==> config.mk <==
export PLATFORM = sky130hd
export DESIGN_NAME = audio_top
export DESIGN_NICKNAME = d
export VERILOG_FILES = /design/src/audio_pkg.sv /design/src/mic_clock_gen.sv /design/src/pdm_tally.sv /design/src/fir_decimator.sv /design/src/sine_tone_gen.sv /design/src/audio_output_stage.sv /design/src/audio_top.sv
export VERILOG_INCLUDE_DIRS = /design/src
export SDC_FILE = /design/constraint.sdc
export NUM_CORES = 1
export LEC_CHECK = 0
export BUFFER_PORTS_ARGS = -buffer_cell sky130_fd_sc_hd__buf_4
export CAP_MARGIN = 20
export CORE_UTILIZATION = 29
export CTS_CLUSTER_SIZE = 14
export DETAILED_ROUTE_END_ITERATION = 8
export GPL_TIMING_DRIVEN = 0
export PLACE_DENSITY = 0.41
export SYNTH_ARGS = -nofsm -noshare
export SYNTH_HDL_FRONTEND = slang
export SYNTH_HIERARCHICAL = 1
export SYNTH_SLANG_ARGS = --single-unit
==> constraint.sdc <==
create_clock -name clk_m -period 5.45 [get_ports clk_m]
set_clock_uncertainty 0.05 [all_clocks]
set_input_delay 0.545 -clock clk_m [delete_from_list [all_inputs] [get_ports clk_m]]
set_output_delay 0.545 -clock clk_m [all_outputs]
set_load 0.02 [all_outputs]
==> src/audio_config.svh <==
`ifndef AUDIO_CONFIG_SVH
`define AUDIO_CONFIG_SVH

// microphone clock runs at clk_m / 32
`define MIC_CLK_DIV 32

// mic ticks summed into one tally sample
`define PDM_WINDOW 256

// signed tally and tone sample width
`define PCM_W 8

// signed decimator sample width
`define DEC_W 16

// cascaded halving FIR stages
`define DEC_STAGES 2

`endif

==> src/audio_pkg.sv <==
`include "audio_config.svh"

package audio_pkg;

  // tally or tone sample with its one-cycle strobe
  typedef struct packed {
    logic                     valid;
    logic signed [`PCM_W-1:0] data;
  } pcm_t;

  // decimator sample, wide enough for the filter output
  typedef struct packed {
    logic                     valid;
    logic signed [`DEC_W-1:0] data;
  } dec_t;

  typedef enum logic [1:0] {
    SRC_TONE   = 2'd0,  // stepped sine
    SRC_DEC    = 2'd1,  // decimated mic
    SRC_MIC    = 2'd2,  // raw pdm bit straight to speaker
    SRC_SILENT = 2'd3
  } src_sel_e;

  // one full period, round(127 * sin(2*pi*k/64))
  localparam logic signed [7:0] SINE_TABLE [64] = '{
       8'sd0,   8'sd12,   8'sd25,   8'sd37,   8'sd49,   8'sd60,   8'sd71,   8'sd81,
      8'sd90,   8'sd98,  8'sd106,  8'sd112,  8'sd117,  8'sd122,  8'sd125,  8'sd126,
     8'sd127,  8'sd126,  8'sd125,  8'sd122,  8'sd117,  8'sd112,  8'sd106,   8'sd98,
      8'sd90,   8'sd81,   8'sd71,   8'sd60,   8'sd49,   8'sd37,   8'sd25,   8'sd12,
       8'sd0,  -8'sd12,  -8'sd25,  -8'sd37,  -8'sd49,  -8'sd60,  -8'sd71,  -8'sd81,
     -8'sd90,  -8'sd98, -8'sd106, -8'sd112, -8'sd117, -8'sd122, -8'sd125, -8'sd126,
    -8'sd127, -8'sd126, -8'sd125, -8'sd122, -8'sd117, -8'sd112, -8'sd106,  -8'sd98,
     -8'sd90,  -8'sd81,  -8'sd71,  -8'sd60,  -8'sd49,  -8'sd37,  -8'sd25,  -8'sd12
  };

endpackage

==> src/mic_clock_gen.sv <==
`include "audio_config.svh"

module mic_clock_gen (
  input  logic clk_m,
  input  logic rst_n,
  output logic mic_clk,
  output logic pdm_tick
);

  logic [$clog2(`MIC_CLK_DIV)-1:0] div_cnt;  // position within one mic clock period

  always_ff @(posedge clk_m) begin
    if (!rst_n) begin
      div_cnt  <= '0;
      mic_clk  <= 1'b0;
      pdm_tick <= 1'b0;
    end else begin
      if (div_cnt == `MIC_CLK_DIV - 1) begin
        div_cnt <= '0;
      end else begin
        div_cnt <= div_cnt + 1'b1;
      end
      // high for the 16 cycles following a count of 0
      mic_clk  <= (div_cnt < `MIC_CLK_DIV / 2);
      // one strobe, aligned with the first high cycle of mic_clk
      pdm_tick <= (div_cnt == '0);
    end
  end

endmodule

==> src/pdm_tally.sv <==
`include "audio_config.svh"

module pdm_tally import audio_pkg::*; (
  input  logic clk_m,
  input  logic rst_n,
  input  logic pdm_tick,
  input  logic mic_data,
  output pcm_t pcm
);

  logic [$clog2(`PDM_WINDOW)-1:0] tick_cnt;  // ticks already taken in this window
  logic [$clog2(`PDM_WINDOW):0]   ones_cnt;  // 9 bits so a full window of ones fits
  logic [$clog2(`PDM_WINDOW):0]   ones_total;
  logic signed [9:0]              centered;
  logic signed [`PCM_W-1:0]       sat_data;

  always_comb begin
    ones_total = ones_cnt + {8'd0, mic_data};      // count including the current bit
    centered   = signed'({1'b0, ones_total}) - 10'sd128;
    // only the top end can overflow, 256 ones gives 128
    sat_data   = (centered > 10'sd127) ? 8'sd127 : centered[`PCM_W-1:0];
  end

  always_ff @(posedge clk_m) begin
    if (!rst_n) begin
      tick_cnt  <= '0;
      ones_cnt  <= '0;
      pcm.valid <= 1'b0;
    end else begin
      pcm.valid <= 1'b0;
      if (pdm_tick) begin
        if (tick_cnt == `PDM_WINDOW - 1) begin
          // last capture of the window
          pcm.valid <= 1'b1;
          pcm.data  <= sat_data;
          tick_cnt  <= '0;
          ones_cnt  <= '0;
        end else begin
          tick_cnt <= tick_cnt + 1'b1;
          ones_cnt <= ones_total;
        end
      end
    end
  end

endmodule

==> src/fir_decimator.sv <==
`include "audio_config.svh"

module fir_decimator import audio_pkg::*; (
  input  logic clk_m,
  input  logic rst_n,
  input  dec_t sample_in,
  output dec_t sample_out
);

  // four tap window, x0 is the sample arriving now
  logic signed [`DEC_W-1:0] x0;
  logic signed [`DEC_W-1:0] x1;
  logic signed [`DEC_W-1:0] x2;
  logic signed [`DEC_W-1:0] x3;

  // taps widened by 3 bits so the 1-3-3-1 sum can't overflow
  logic signed [`DEC_W+2:0] w0;
  logic signed [`DEC_W+2:0] w1;
  logic signed [`DEC_W+2:0] w2;
  logic signed [`DEC_W+2:0] w3;
  logic signed [`DEC_W+2:0] acc;

  logic phase;  // set after an odd number of accepted samples

  assign x0 = sample_in.data;

  // signed to signed assignments sign-extend
  assign w0 = x0;
  assign w1 = x1;
  assign w2 = x2;
  assign w3 = x3;

  always_comb begin
    acc = w0;
    acc = acc + (w1 <<< 1) + w1;  // 3 * x1
    acc = acc + (w2 <<< 1) + w2;  // 3 * x2
    acc = acc + w3;
  end

  always_ff @(posedge clk_m) begin
    if (!rst_n) begin
      x1         <= '0;
      x2         <= '0;
      x3         <= '0;
      phase      <= 1'b0;
      sample_out <= '0;
    end else begin
      sample_out.valid <= 1'b0;
      if (sample_in.valid) begin
        // shift history, newest first
        x1    <= x0;
        x2    <= x1;
        x3    <= x2;
        phase <= ~phase;
        if (phase) begin
          // every second input produces a sample
          sample_out.valid <= 1'b1;
          // dropping the low 3 bits divides by the tap sum of 8
          sample_out.data  <= acc[`DEC_W+2:3];
        end
      end
    end
  end

endmodule

==> src/sine_tone_gen.sv <==
module sine_tone_gen import audio_pkg::*; (
  input  logic clk_m,
  input  logic rst_n,
  input  pcm_t step,
  output pcm_t tone
);

  // 64 steps per period, tone pitch follows the tally rate
  logic [5:0] phase_idx;

  always_ff @(posedge clk_m) begin
    if (!rst_n) begin
      phase_idx  <= '0;
      tone.valid <= 1'b0;
    end else begin
      tone.valid <= step.valid;
      if (step.valid) begin
        tone.data <= SINE_TABLE[phase_idx];
        phase_idx <= phase_idx + 1'b1;  // wraps at 64
      end
    end
  end

endmodule

==> src/audio_output_stage.sv <==
`include "audio_config.svh"

module audio_output_stage import audio_pkg::*; (
  input  logic     clk_m,
  input  logic     rst_n,
  input  logic     pdm_tick,
  input  src_sel_e src_sel,
  input  logic [2:0] vol,
  input  pcm_t     tone,
  input  dec_t     dec,
  input  logic     mic_data,
  output logic     spk
);

  logic signed [`PCM_W-1:0] tone_hold;  // last tone entry
  logic signed [`PCM_W-1:0] dec_hold;   // last decimated sample, clipped
  logic signed [`PCM_W-1:0] dec_sat;
  logic signed [`PCM_W-1:0] src_val;
  logic signed [`PCM_W-1:0] level;      // volume-scaled source
  logic [`PCM_W-1:0]        level_off;  // level + 128 as unsigned
  logic [`PCM_W-1:0]        sd_acc;     // modulator error accumulator
  logic [`PCM_W:0]          sd_sum;     // msb is the carry out

  always_comb begin
    if (dec.data > 16'sd127) begin
      dec_sat = 8'sd127;
    end else if (dec.data < -16'sd128) begin
      dec_sat = -8'sd128;
    end else begin
      dec_sat = dec.data[`PCM_W-1:0];
    end
    unique case (src_sel)
      SRC_TONE: src_val = tone_hold;
      SRC_DEC:  src_val = dec_hold;
      default:  src_val = '0;  // mic bypasses the modulator, silent is mid scale
    endcase
    level_off = {~level[`PCM_W-1], level[`PCM_W-2:0]};  // flip sign bit for offset binary
    sd_sum    = {1'b0, sd_acc} + {1'b0, level_off};
  end

  always_ff @(posedge clk_m) begin
    if (!rst_n) begin
      tone_hold <= '0;
      dec_hold  <= '0;
      level     <= '0;
      sd_acc    <= '0;
      spk       <= 1'b0;
    end else begin
      if (tone.valid) tone_hold <= tone.data;
      if (dec.valid)  dec_hold  <= dec_sat;
      level <= src_val >>> (3'd7 - vol);  // vol 7 is full scale
      if (pdm_tick) begin
        sd_acc <= sd_sum[`PCM_W-1:0];
        // raw mic mode passes the bit captured on this tick
        spk    <= (src_sel == SRC_MIC) ? mic_data : sd_sum[`PCM_W];
      end
    end
  end

endmodule

==> src/audio_top.sv <==
`include "audio_config.svh"

module audio_top import audio_pkg::*; (
  input  logic       clk_m,
  input  logic       rst_n,
  input  logic       mic_data,
  input  src_sel_e   src_sel,
  input  logic [2:0] vol,
  output logic       mic_clk,
  output logic       spk,
  output dec_t       dec_out
);

  logic pdm_tick;  // one cycle per mic clock period
  pcm_t pcm;       // tally samples
  pcm_t tone;

  // entry 0 is the widened tally, entry i+1 the output of stage i
  dec_t dec_chain [`DEC_STAGES+1];

  mic_clock_gen u_mic_clock_gen (
    .clk_m    (clk_m),
    .rst_n    (rst_n),
    .mic_clk  (mic_clk),
    .pdm_tick (pdm_tick)
  );

  pdm_tally u_pdm_tally (
    .clk_m    (clk_m),
    .rst_n    (rst_n),
    .pdm_tick (pdm_tick),
    .mic_data (mic_data),
    .pcm      (pcm)
  );

  assign dec_chain[0].valid = pcm.valid;
  assign dec_chain[0].data  = {{(`DEC_W-`PCM_W){pcm.data[`PCM_W-1]}}, pcm.data};  // sign extend

  for (genvar i = 0; i < `DEC_STAGES; i++) begin : g_dec
    fir_decimator u_fir_decimator (
      .clk_m      (clk_m),
      .rst_n      (rst_n),
      .sample_in  (dec_chain[i]),
      .sample_out (dec_chain[i+1])
    );
  end

  assign dec_out = dec_chain[`DEC_STAGES];

  // tone steps once per tally sample
  sine_tone_gen u_sine_tone_gen (
    .clk_m (clk_m),
    .rst_n (rst_n),
    .step  (pcm),
    .tone  (tone)
  );

  audio_output_stage u_audio_output_stage (
    .clk_m    (clk_m),
    .rst_n    (rst_n),
    .pdm_tick (pdm_tick),
    .src_sel  (src_sel),
    .vol      (vol),
    .tone     (tone),
    .dec      (dec_out),
    .mic_data (mic_data),
    .spk      (spk)
  );

endmodule

[Word level (Yosys, flattened, before mapping)]
Memories as Yosys holds them, arrays and structs flattened. A register that Yosys moved wholly into a read port is not among the register bits.
Index checks and enable logic that the tools add are counted.
Storage, ports and cells
  register bits: 181
  memory bits (read-only): 512
  input bits: 8
  output and inout port bits: 19
  word-level logic and storage cells: 77
  memories: 1
Operators by class
  $add $sub $neg: 17
  order comparisons: 4
  equal/unequal tests: 4
  shift operators: 1
  mux-type cells: 10
  bitwise gates (word level): 5
  reductions and logical operators: 9
Memory list
  (no name shown): depth 64, bits a word 8, rd ports 1, clocked after Yosys merged registers in 1, wr ports 0, line sine_tone_gen.sv:18  | tone.data <= SINE_TABLE[phase_idx];
Operators with widths (number)
  adder 19 x 16 -> 19 bit: 2
  adder 19 x 8 -> 19 bit: 2
  2-to-1 mux 17 bit: 2
  2-to-1 mux 8 bit: 4
  adder 18 x 16 -> 19 bit: 1
  adder 19 x 17 -> 19 bit: 1
  adder 19 x 9 -> 19 bit: 1
  adder 16 x 17 -> 18 bit: 1
  2-to-1 mux 9 bit: 2
  greater-than comparator 16 x 8 -> 1 bit, second input constant: 1
  less-than comparator 16 x 8 -> 1 bit, second input constant: 1
  one-hot mux 8 bit (2 select lines): 1
  adder 10 x 8 -> 11 bit: 1
  adder 8 x 9 -> 10 bit: 1
  greater-than comparator 10 x 8 -> 1 bit, second input constant: 1
  AND reduction 2 bit: 5
  subtractor 9 x 8 -> 10 bit, second input constant: 1
  adder 8 x 8 -> 9 bit: 1
  adder 9 x 1 -> 9 bit: 1
  adder 8 x 1 -> 8 bit, second input constant: 1
  equality test 8 bit, second input constant: 1
  >>> shifter 8 x 3 -> 8 bit: 1
  inverter 6 -> 7 bit: 1
  adder 6 x 1 -> 6 bit, second input constant: 1
  12 further kinds: 15

[Longest topological paths before layout]
Gate-level depths: netlist (run 1).
  depth after elaboration: 6
  gate-level depth with buffers: 14
  mapped depth without buffers: 13

[Hierarchy]
The synthesis (run 1) kept the hierarchy.
Modules (own cells, without submodules)
  fir_decimator at g_dec[1].u_fir_decimator: instances 1, cells each 558, area each 5230.0 µm², seq. area each 1321.3 µm²
  fir_decimator at g_dec[0].u_fir_decimator: instances 1, cells each 561, area each 5191.2 µm², seq. area each 1321.3 µm²
  audio_output_stage: instances 1, cells each 214, area each 1931.9 µm², seq. area each 660.6 µm²
  sine_tone_gen: instances 1, cells each 155, area each 1373.8 µm², seq. area each 380.4 µm²
  pdm_tally: instances 1, cells each 136, area each 1282.5 µm², seq. area each 600.6 µm²
  mic_clock_gen: instances 1, cells each 28, area each 277.8 µm², seq. area each 140.1 µm²

[Worst setup path after synthesis (run 1)]
Ideal clock, no wire load.
  path type: register -> register
  start: register u_pdm_tally/pcm[7] (netlist name)
  end: register g_dec[0].u_fir_decimator/sample_out[11] in the netlist's numbering
  library setup time: 0.062 ns
  arrival: 3.805 ns
  required time: 5.338 ns
  slack: 1.533 ns
  stages on the path, launching flop included: 14
  path buffers: 0
  period minus slack after synthesis: 3.917 ns
  cell sequence: edfxtp_1 inv_1 fa_1 inv_1 fa_1 inv_1 fa_1 inv_1 ha_1 o211ai_2 o211ai_2 a41oi_1 or4b_1 nand3_1
On the way
  cells in the longest elaborated chain, start to end: 5
RTL lines
  adder 8 x 9 -> 10 bit: line fir_decimator.sv:35  | acc = acc + (w1 <<< 1) + w1;
  adder 10 x 8 -> 11 bit: line fir_decimator.sv:35
  adder 19 x 9 -> 19 bit: line fir_decimator.sv:36  | acc = acc + (w2 <<< 1) + w2;
  adder 19 x 8 -> 19 bit: line fir_decimator.sv:36
  adder 19 x 8 -> 19 bit: line fir_decimator.sv:37  | acc = acc + w3;
  end, declared: line fir_decimator.sv:7  | output dec_t sample_out
No other way between the ends.
A chain may end at the register's enable or synchronous reset.

[Final worst setup path (run 1)]
  start: register u_pdm_tally/pcm[7] (netlist name)
  end: register g_dec[0].u_fir_decimator/sample_out[11] in the netlist's numbering
On the way
  cells in the longest elaborated chain, start to end: 5
RTL lines (line)
  adder 8 x 9 -> 10 bit: fir_decimator.sv:35
  adder 10 x 8 -> 11 bit: fir_decimator.sv:35
  adder 19 x 9 -> 19 bit: fir_decimator.sv:36
  adder 19 x 8 -> 19 bit: fir_decimator.sv:36
  adder 19 x 8 -> 19 bit: fir_decimator.sv:37
No other way between the ends.

==> results of run 1 <==
cell usage after synthesis, drive strengths merged (6+ instances only):
cell type,instances
mux2i,124
xor2,19
o211ai,23
inv,325
nor2,60
nand2b,20
dfxtp,197
a31oi,11
and2,19
a21o,15
nand4,13
xnor2,21
nand2,69
clkbuf,36
a21oi,60
buf,37
o21a,6
nor3,21
ha,62
edfxtp,16
nand3b,10
a211oi,17
nor2b,109
or3,7
and3,16
or2,9
nor3b,10
a21boi,6
o21ai,54
nand3,38
fa,129
where the power goes:
part	leakage, nW	switching [mW]	total [mW]	internal [mW]
logic	4.68	0.0694	0.112	0.0425
registers	1.74	0.00698	1.59	1.58
clock network	0.482	0.744	1.98	1.23
total	6.90	0.821	3.68	2.86
routing by layer:
metal	vias up	part of all wire
li1	5530	-
met1	5146	0.51
met2	129	0.43
met3	52	0.028
met4	0	0.032
met5	-	0
state kept, by name, summed over array words and instances, names as in the netlist:
signal                            count
g_dec.u_fir_decimator/x2             32
g_dec.u_fir_decimator/phase           2
g_dec.u_fir_decimator/sample_out     34
u_audio_output_stage/tone_hold        8
u_audio_output_stage/spk              1
g_dec.u_fir_decimator/x1             32
u_pdm_tally/pcm                       9
u_mic_clock_gen/mic_clk               1
g_dec.u_fir_decimator/x3             32
u_pdm_tally/tick_cnt                  8
u_mic_clock_gen/div_cnt               5
u_sine_tone_gen/tone                  9
u_mic_clock_gen/pdm_tick              1
u_sine_tone_gen/phase_idx             6
u_audio_output_stage/sd_acc           8
u_audio_output_stage/level            8
u_audio_output_stage/dec_hold         8
u_pdm_tally/ones_cnt                  9
final cells by class:
type                            count  area (um2)
Buffer                             73       407.9
Clock buffer                       35       768.2
Clock inverter                     19       230.2
Fill cell                        5442       34400
Inverter                          327        1227
Multi-Input combinational cell   1039        9228
Sequential cell                   213        4424
Tap cell                          680       850.8
Timing Repair Buffer               24       180.2
worst reg2reg max path, delay by kind of cell, from the launching register on:
kind                       cells  cell delay, ps
adders and majority gates      4            1960
DFF                            1             830
AOI/OAI and AO/OA              3             640
and+or+nand+nor                2             610
buffers and inverters          4             290
per-stage QoR:
step,area (um2),instances,hold slack [ps]
after floorplan,15290,1652,356.5
after global placement,16320,2356,383.1
after detailed placement,16320,2356,385.8
after CTS,17320,2410,258.1
after global routing,17320,2410,296.9
final,17320,2410,299.3
final timing paths:
path                                                             from                                                    to  cells past startpoint
worst min register to register  u_mic_clock_gen/div_cnt[4]$_SDFF_PP0_                    u_mic_clock_gen/mic_clk$_SDFF_PN0_                      1
worst min-delay path                                       src_sel[1]              u_audio_output_stage/level[7]$_SDFF_PN0_                      3
worst max register to register       u_pdm_tally/pcm[7]$_SDFFCE_PN0P_  g_dec[0].u_fir_decimator/sample_out[11]$_SDFFE_PN0P_                     13
worst max-delay path                 u_pdm_tally/pcm[7]$_SDFFCE_PN0P_  g_dec[0].u_fir_decimator/sample_out[11]$_SDFFE_PN0P_                     13
cells by family (layout without fill, tap and decap cells):
family	Yosys count	count (layout)	share of synthesized area
buffers and inverters	400	478	0.1070
flip-flops	213	213	0.2894
adder cells (fa/ha/maj)	191	191	0.2197
AND/OR/NAND/NOR	416	416	0.1504
XOR/XNOR	41	41	0.02439
multiplexers	130	130	0.09028
AO/OA/AOI/OAI	261	261	0.1189
layout by cell type (no fill, tap or decap), types with 6 or more instances in the layout:
master and instances:
nand3b_1 10, nand2_1 69, ha_1 62, nor3_1 20
nand4_1 12, buf_6 10, xor2_1 19, and3_1 14
o21ai_1 11, xnor2_1 21, a211oi_1 16, clkinv_1 6
nor3b_1 10, a31oi_1 11, mux2i_1 124, clkbuf_16 29
or2_1 6, clkbuf_1 38, dfxtp_1 197, a21o_1 13
a21oi_1 60, o21ai_0 43, buf_4 27, nand2b_1 20
nor2b_1 109, fa_1 129, inv_1 324, nand3_1 37
nor2_1 60, or3_1 7, and2_1 18, buf_2 22
o21a_1 6, edfxtp_1 16, o211ai_1 21
==> impl_results.md, run 1 <==
- Synth Area per Inst: ~9 um2
- Net count after synthesis: 1851
- Peak supply drop: 0.2000 mV
- DR vias: around 11000
- Root Driver: clkbuf_16
- Area share of the largest cell type after synthesis: 0.2580
- CP required: 5920 ps
- Final slew viol count: 0
- YS warnings: 6
- Max incr delay on CP: 830 ps
- Outcome: finished clean
- Detailed Route Iter0 Violations: 535
- Post-CTS Resized: 0
- Cell mode on critical path: inv_1
- Worst skew pair latency: 580 ps
- Met1 Usage GRT: 0.1926
- Number of global-route vias before repair: 10950
- Nets: about 1900
- Post-synth EDFFs: 16
- Area Growth Syn to Fin: 13.28%
- Max Root-Sink Buffers: 3
- Die span in y: about 230 um
- Pre-CTS setup slack: around 940 ps
- Layout cells sized above 1: 0.07803
- Fin crit share: 0.8186
- TNS Setup: 0 ps
- DR DRC count: 0
- Syn Inst Count: 1652
- Slowest stage cell, crit path: edfxtp_1
- M3 GR Usage: 0.01833
- Worst-margin pin slew: 757.5 ps
- CP endpoint kind: flip-flop
- Yosys top cell by area: dfxtp_1
- Post-Route WL: 35360 um
- Main flop type after synthesis: dfxtp_1
- Total track usage: 0.1351
- Antenna cells: 0
- Most Crowded Layer GR: met2
- Pre-Repair DR Iteration Count: 5
- Post-synth ARST share: 0
- CORE AREA: 0.05172 mm2
- FF-to-FF setup slack: 990 ps
- # IOs: 27
- Register area share after synthesis: 0.2894
- Die area: ~0.054 mm2
- Dpl hpwl: 27310 um
- Worst path buffer plus inverter count: 4
- Finish-stage setup viols: 0
- Routed Antenna Nets: 0
- Number of synthesized register bits: 213
- GRT met2 Usage: 0.2096
- CP startpoint kind: flip-flop
- Max Clock Freq: around 220 MHz
- Htree depth: 1
- Worst path cell trace: inv_1, fa_1, inv_1, fa_1, inv_1, fa_1, inv_1, ha_1, o211ai_2, o211ai_2, a41oi_1, or4b_1, nand3_1
- Largest delay share family, worst path: adder cells
- Setup ws final: 988.4 ps
- Initial antenna violation count: 0
- GPL Wtd Cong: just under 0.9
- Unrepaired setup endpoints after global routing: false
- Post-CTS Setup Inserts: 0
- Worst-path clk slew: 60 ps
- Synth area leaders: dfxtp_1, fa_1, mux2i_1
- Vias/cell: 4.505
- WL/cell: 14.67 um
- Synth unique cells: 97
- Core Util, Final: 0.3348
- Starting Density: 0.2956
- Pin count of the biggest net entering global routing: 31
- WS Path Type: flip-flop to flip-flop
- CP max FO: 19
- P per Cell Area: about 210 mW/mm2
- Hold Path Class: input pin to flip-flop
- Remaining Overflow, GRT: 0
- Max-cap viol count: 0
- Clk sinks: roughly 210
- Std-Cell Rows: between 80 and 90
- First-pass GRT wire length: slightly below 60000 um
- Max-slew headroom: 0.4950
- Post-Syn Area: 0.01529 mm2
- Total power: roughly 3.7 mW
- Die Wd: ~230 um
- CTS Buf Count: 29
- Buffers on Ports: 24
- Final count of hold timing violations: 0
- # hold bufs at CTS: 0
- Fin crit period: 4462 ps
- CTS tree: yes
- Crit path DAT: 4930 ps
- P_leak: 6.898 nW
Note: power is estimated with default switching activity, not from simulation.
==> run 2, diff against run 1 <==
--- a/config.mk
+++ b/config.mk
@@ -6,13 +6,14 @@
 export SDC_FILE = /design/constraint.sdc
 export NUM_CORES = 1
 export LEC_CHECK = 0
+export ABC_AREA = 1
 export BUFFER_PORTS_ARGS = -buffer_cell sky130_fd_sc_hd__buf_4
 export CAP_MARGIN = 20
 export CORE_UTILIZATION = 29
 export CTS_CLUSTER_SIZE = 14
 export DETAILED_ROUTE_END_ITERATION = 8
 export GPL_TIMING_DRIVEN = 0
-export PLACE_DENSITY = 0.41
+export PLACE_DENSITY = 0.42
 export SYNTH_ARGS = -nofsm -noshare
 export SYNTH_HDL_FRONTEND = slang
 export SYNTH_HIERARCHICAL = 1
==> constraint.sdc (replaced) <==
create_clock -name clk_m -period 4 [get_ports clk_m]
set_clock_uncertainty 0.05 [all_clocks]
set_input_delay 0.4 -clock clk_m [delete_from_list [all_inputs] [get_ports clk_m]]
set_output_delay 0.4 -clock clk_m [all_outputs]
set_load 0.02 [all_outputs]
==> run 2 against run 1 <==
Combinational power is 50% higher. Critical path depth is 3 higher. Total power grew 31%. Largest cell class unchanged. Register-to-register slack worse by 650 ps. Critical path type unchanged. Synthesized cell count grew 19%.
==> impl_results.md, run 2 <==
- Final count of hold timing violations: 0 (unchanged)
- Synth unique cells: 42 (-57%)
- Clk sinks: 213 (unchanged)
- Dpl hpwl: 28030 um (+2.6%)
- Hold Path Class: input pin to flip-flop
- GPL Wtd Cong: 0.8751 (-0.32%)
- Crit path DAT: 4050 ps (-880 ps)
- Starting Density: 0.2941 (-0.001463)
- Most Crowded Layer GR: met2
- Yosys top cell by area: dfxtp_1
- Synth Area per Inst: 7.525 um2 (-19%)
- Setup crit start: u_pdm_tally/pcm[7]$_SDFFCE_PN0P_
- R2r startpoint: u_pdm_tally/pcm[7]$_SDFFCE_PN0P_
- Layout cells sized above 1: 0.08706 (+0.009029)
- Placed Cells: 2655 (+13%)
- Max-cap viol count: 0 (unchanged)
- Pre-CTS setup slack: 96.45 ps (-848.1 ps)
- Worst-margin pin slew: 1033 ps (+275.9 ps)
- CP endpoint: g_dec[0].u_fir_decimator/sample_out[8]$_SDFFE_PN0P_
- Total track usage: 0.1425 (+0.007434)
- Routed Antenna Nets: 0 (unchanged)
- Area share of the largest cell type after synthesis: 0.2673 (+0.009275)
- Peak supply drop: 0.3053 mV (+53%)
- Worst skew pair latency: 550 ps (-30 ps)
- Final Non-Filler Cells: 2705 (+12%)
- WS Path Type: flip-flop to flip-flop
- DR vias: 11740 (+8.1%)
- CTS Buf Count: 28 (-3.4%)
- Fin Hold WS: 162.3 ps (-137.0 ps)
- WL/cell: 13.15 um (-10%)
- Max Root-Sink Buffers: 3 (unchanged)
- P_leak: 7.938 nW (+15%)
- Commonest cells after routing, fill and taps aside: inv_1, nand2_1, dfxtp_1
- TNS Setup: 0 ps (unchanged)
- Final slew viol count: 0 (unchanged)
- Met1 Usage GRT: 0.1871 (-0.005462)
- Commonest non-fill, non-tap cell in the layout: inv_1
- Fin crit period: 3658 ps (-804.0 ps)
- Buffers on Ports: 22 (-8.3%)
- Pin count of the biggest net entering global routing: 25 (-19%)
- CORE AREA: 0.05017 mm2 (-3.0%)
- Pre-Repair DR Iteration Count: 5 (unchanged)
- CP max FO: 9 (-10)
- FF-to-FF setup slack: 340 ps (-650 ps)
- CP required: 4390 ps (-1530 ps)
- Slowest stage cell, crit path: fa_1
- GRT met2 Usage: 0.2489 (+0.03934)
- YS warnings: 6 (unchanged)
- First-pass GRT wire length: 59730 um (+1.4%)
- Register area share after synthesis: 0.2998 (+0.01040)
- Vias/cell: 4.339 (-3.7%)
- Worst path cell trace: buf_12, inv_1, fa_1, inv_1, fa_1, inv_1, fa_1, inv_1, ha_1, nand2_2, nor2_1, nand4_1, nand3_1, nand2_1, nand3_1, nand2_1
- CP startpoint kind: flip-flop
- # IOs: 27 (unchanged)
- Syn Inst Count: 1961 (+19%)
- Nets: 2214 (+16%)
- Outcome: finished clean
- Max incr delay on CP: 540 ps (-290 ps)
- Fin crit share: 0.9144 (+0.09576)
- Post-synth EDFFs: 16 (unchanged)
- Unrepaired setup endpoints after global routing: false
- Post-Syn Area: 0.01476 mm2 (-3.5%)
- Most frequent cell after synthesis: inv_1
- R2R Path End: g_dec[0].u_fir_decimator/sample_out[8]$_SDFFE_PN0P_
- Cell mode on critical path: inv_1
- P per Cell Area: 288.6 mW/mm2 (+36%)
- Post-Route WL: 35580 um (+0.62%)
- CTS tree: yes
- CP endpoint kind: flip-flop
- Finish-stage setup viols: 0 (unchanged)
- Die Wd: 227.6 um (-1.7%)
- Post-synth ARST share: 0 (unchanged)
- # hold bufs at CTS: 0 (unchanged)
- R2R depth: 16 (+3)
- M3 GR Usage: 0.01768 (-0.0006497)
- Number of synthesized register bits: 213 (unchanged)
- Biggest register: g_dec.u_fir_decimator/sample_out
- Std-Cell Rows: 82 (-1.2%)
- Worst-path clk slew: 60 ps (about the same)
- Htree depth: 1 (unchanged)
- Root Driver: clkbuf_16
- Setup ws final: 342.4 ps (-646.0 ps)
- Max reg flops: 34 (unchanged)
- Area Growth Syn to Fin: 13.17% (about the same)
- Total power: 4.819 mW (+31%)
- Die area: 0.05179 mm2 (-3.4%)
- Detailed Route Iter0 Violations: 533 (-0.37%)
- Remaining Overflow, GRT: 0 (unchanged)
- Number of global-route vias before repair: 11880 (+8.6%)
- Net count after synthesis: 2160 (+17%)
- Synth area leaders: dfxtp_1, fa_1, inv_1
- Die span in y: 227.6 um (-1.7%)
- Antenna cells: 0 (unchanged)
- Max-slew headroom: 0.3058 (-0.1892)
- DR DRC count: 0 (unchanged)
- Initial antenna violation count: 0 (unchanged)
- Max Clock Freq: 273.4 MHz (+22%)
- Top post-synthesis cells by count: inv_1, nand2_1, dfxtp_1
- Main flop type after synthesis: dfxtp_1
-- run 2: cell types whose count changed in the layout (fill, tap and decap cells not counted), sizes merged, moves of 14 or more --
cell,change
nand2,+349
mux2i,-124
inv,+123
a21oi,+111
nor2b,-109
nand3,+92
o21ai,+85
nor2,+67
o211ai,-22
nand2b,-20
a211oi,-17
and2,-17
and3,-15
a21o,-14
-- run 2: worst max-delay path, delay by kind of cell (launching register included) --
family                     cells  cell delay [ps]
adders and majority gates      4             1980
and+or+nand+nor                7              790
DFF                            1              370
buffers and inverters          5              350
-- run 2: layout make-up --
| cell class | instances | area [um2] |
|---|---|---|
| clock inverters | 9 | 76.32 |
| flip-flops and latches | 213 | 4424 |
| repair buffers | 24 | 192.7 |
| plain buffers | 53 | 281.5 |
| inverters | 456 | 1712 |
| fillers | 5414 | 33470 |
| clock buffers | 39 | 833.3 |
| multi-input cells | 1239 | 8339 |
| well taps | 672 | 840.8 |
-- run 2: per-layer routing --
metal | wire length [um] | share of wire
met1 | 17150 | 0.48
met2 | 16880 | 0.47
met3 | 866 | 0.024
met4 | 684 | 0.019
met5 | 0 | 0
-- run 2: cell families after synthesis --
kind of cell / count (synthesis) / synth area share
compound gates: 324 / 0.1157
simple gates: 706 / 0.2111
fa+ha+maj: 191 / 0.2276
buf+inv: 509 / 0.1351
flops: 213 / 0.2998
xor+xnor: 18 / 0.01068
-- run 2: stage by stage --
step                  util  area, um2
global route        0.3329      16700
finish              0.3329      16700
global placement    0.3142      15760
CTS                 0.3323      16670
floorplan                -      14760
detailed placement  0.3142      15760
-- run 2: how the worst min path moves through the flow --
stage,depth (start not counted),to,from
finish,3,u_audio_output_stage/level[5]$_SDFF_PN0_,vol[2]
global route,3,u_audio_output_stage/level[5]$_SDFF_PN0_,vol[2]
CTS,3,u_audio_output_stage/level[4]$_SDFF_PN0_,vol[2]
detailed placement,1,u_mic_clock_gen/mic_clk$_SDFF_PN0_,u_mic_clock_gen/div_cnt[4]$_SDFF_PP0_
global placement,1,u_mic_clock_gen/mic_clk$_SDFF_PN0_,u_mic_clock_gen/div_cnt[4]$_SDFF_PP0_
floorplan,1,u_mic_clock_gen/mic_clk$_SDFF_PN0_,u_mic_clock_gen/div_cnt[4]$_SDFF_PP0_
-- run 2: what timing repair did --
action	CTS	global route
setup endpoints to repair	0	10
gates resized for setup	0	0
setup buffers	0	2
-- run 2: where the power goes --
group          leakage, nW  switching, mW  internal (mW)
combinational         5.75          0.114         0.0540
sequential            1.73         0.0156           2.16
clock                0.453          0.971           1.50
total                 7.94           1.10           3.72
==> run 3, diff against run 2 <==
--- a/config.mk
+++ b/config.mk
@@ -13,7 +13,7 @@
 export CTS_CLUSTER_SIZE = 14
 export DETAILED_ROUTE_END_ITERATION = 8
 export GPL_TIMING_DRIVEN = 0
-export PLACE_DENSITY = 0.42
+export SLEW_MARGIN = 20
 export SYNTH_ARGS = -nofsm -noshare
 export SYNTH_HDL_FRONTEND = slang
 export SYNTH_HIERARCHICAL = 1
==> run 3 against run 2 <==
Combinational power about the same. Largest cell class unchanged. Critical path depth up 1. Core utilization down 0.095 points. Clock power down 5%. Via count up 1.6%. Wire length down 9.0%. First-iteration DRC count up 33%. Total power down 2.8%.
==> impl_results.md, run 3 (synthesis results as in run 2) <==
- Commonest non-fill, non-tap cell in the layout: inv_1
- # fillers: 5266 (-2.7%)
- # IOs: 27 (unchanged)
- Remaining Overflow, GRT: 0 (unchanged)
- Fin crit share: 0.9387 (+0.02432)
- Max-slew headroom: 0.5978 (+0.2920)
- CP startpoint kind: flip-flop
- Max Clock Freq: 266.3 MHz (-2.6%)
- Outcome: finished clean
- # hold bufs at CTS: 0 (unchanged)
- WL/cell: 11.97 um (-9.0%)
- Pre-Repair DR Iteration Count: 7 (+2)
- Pre-CTS setup slack: 161.0 ps (+64.55 ps)
- Worst-path clk slew: 60 ps (about the same)
- Worst-margin pin slew: 603.3 ps (-430.1 ps)
- Commonest cells after routing, fill and taps aside: inv_1, nand2_1, dfxtp_1
- Nets: 2213 (-0.045%)
- Hold Path Class: input pin to flip-flop
- Peak supply drop: 0.2805 mV (-8.1%)
- Antenna cells: 0 (unchanged)
- CP required: 4370 ps (-20 ps)
- Area Growth Syn to Fin: 12.85%
- Clk sinks: 213 (unchanged)
- Die area: 0.05179 mm2 (unchanged)
- CORE AREA: 0.05017 mm2 (unchanged)
- Buffers on Ports: 22 (unchanged)
- CTS tree: yes
- CTS Buf Count: 26 (-7.1%)
- Max Root-Sink Buffers: 3 (unchanged)
- P per Cell Area: 281.2 mW/mm2 (-2.6%)
- Max reg flops: 34 (unchanged)
- Post-Route WL: 32370 um (-9.0%)
- P_leak: 7.895 nW (-0.54%)
- Finish-stage setup viols: 0 (unchanged)
- Fin crit period: 3755 ps (+97.29 ps)
- Total track usage: 0.1285 (-0.01402)
- Initial antenna violation count: 0 (unchanged)
- TNS Setup: 0 ps (unchanged)
- Layout cells sized above 1: 0.08563 (-0.001434)
- Pin count of the biggest net entering global routing: 25 (unchanged)
- Max-cap viol count: 0 (unchanged)
- Die span in y: 227.6 um (unchanged)
- Worst skew pair latency: 540 ps (about the same)
- First-pass GRT wire length: 55300 um (-7.4%)
- Vias/cell: 4.412 (+1.7%)
- WS Path Type: flip-flop to flip-flop
- Setup ws final: 245.1 ps (-97.29 ps)
- Final count of hold timing violations: 0 (unchanged)
- Htree depth: 1 (unchanged)
- CP endpoint kind: flip-flop
- Std-Cell Rows: 82 (unchanged)
- Detailed Route Iter0 Violations: 710 (+33%)
- CP max FO: 6 (-3)
- DR vias: 11930 (+1.6%)
- Fin Hold WS: 142.3 ps (-19.97 ps)
- Dpl hpwl: 25650 um (-8.5%)
- Routed Antenna Nets: 0 (unchanged)
- Crit path DAT: 4120 ps (+70 ps)
- Number of global-route vias before repair: 11590 (-2.4%)
- GPL Wtd Cong: 0.8461 (-3.3%)
- Core Util, Final: 0.3319 (-0.0009470)
- Root Driver: clkbuf_16
- Biggest register: g_dec.u_fir_decimator/sample_out
- DR DRC count: 0 (unchanged)
- Final slew viol count: 0 (unchanged)
- Starting Density: 0.2941 (unchanged)
- Die Wd: 227.6 um (unchanged)
==> run 3: critical path: stages (launching register included) <==
cell      delay (ps)
edfxtp_1         460
buf_4            150
inv_1             60
fa_1             530
inv_1             60
fa_1             520
inv_1             50
fa_1             530
inv_1             40
ha_1             370
nand2_2          130
inv_1             60
a21oi_2          190
nor2_1            60
nor2_1           110
nand3_1           90
nand3_1          120
nand2_1           50
==> run 3: power by group <==
part / internal [mW] / total [mW] / leakage [nW] / switching, mW
sequential: 2.16 / 2.18 / 1.73 / 0.0148
clock: 1.42 / 2.34 / 0.413 / 0.913
combinational: 0.0545 / 0.167 / 5.75 / 0.112
total: 3.64 / 4.68 / 7.90 / 1.04
==> run 3: per-stage QoR <==
stage	total power, mW	cells	cell area (um2)
finish	4.682	2704	16650
global route	4.882	2704	16650
CTS	4.756	2701	16620
detailed placement	2.393	2655	15760
global placement	2.389	2655	15760
floorplan	2.341	1961	14760
==> run 3: layer usage <==
| layer | track usage | wire, um | up-vias |
|---|---|---|---|
| met5 | 0 | 0 | - |
| met2 | 0.2192 | 15360 | 164 |
| li1 | - | - | 6126 |
| met3 | 0.01678 | 1003 | 35 |
| met4 | 0.02814 | 550 | 0 |
| met1 | 0.1723 | 15460 | 5605 |
==> run 3: final timing paths <==
check	depth (start not counted)	endpoint	from	slack, ps
setup / recovery	17	g_dec[0].u_fir_decimator/sample_out[12]$_SDFFE_PN0P_	u_pdm_tally/pcm[7]$_SDFFCE_PN0P_	250
hold / removal	3	u_audio_output_stage/level[5]$_SDFF_PN0_	vol[2]	140
setup reg to reg	17	g_dec[0].u_fir_decimator/sample_out[12]$_SDFFE_PN0P_	u_pdm_tally/pcm[7]$_SDFFCE_PN0P_	250
hold reg to reg	2	g_dec[0].u_fir_decimator/sample_out[12]$_SDFFE_PN0P_	g_dec[0].u_fir_decimator/sample_out[12]$_SDFFE_PN0P_	400
==> run 3: final cells by class <==
class                   instances  area [um2]  area share
flip-flops and latches        213        4424      0.2657
inverters                     456        1712      0.1028
multi-input cells            1239        8353      0.5016
well taps                     672       840.8     0.05049
clock buffers                  33       696.9     0.04185
plain buffers                  53       281.5     0.01691
clock inverters                13       156.4    0.009392
repair buffers                 25       187.7     0.01127
==> run 3: timing repair <==
action / CTS / global route
buffers inserted: 0 / 3
endpoints found under the setup margin: 0 / 8
gates resized for setup: 0 / 3
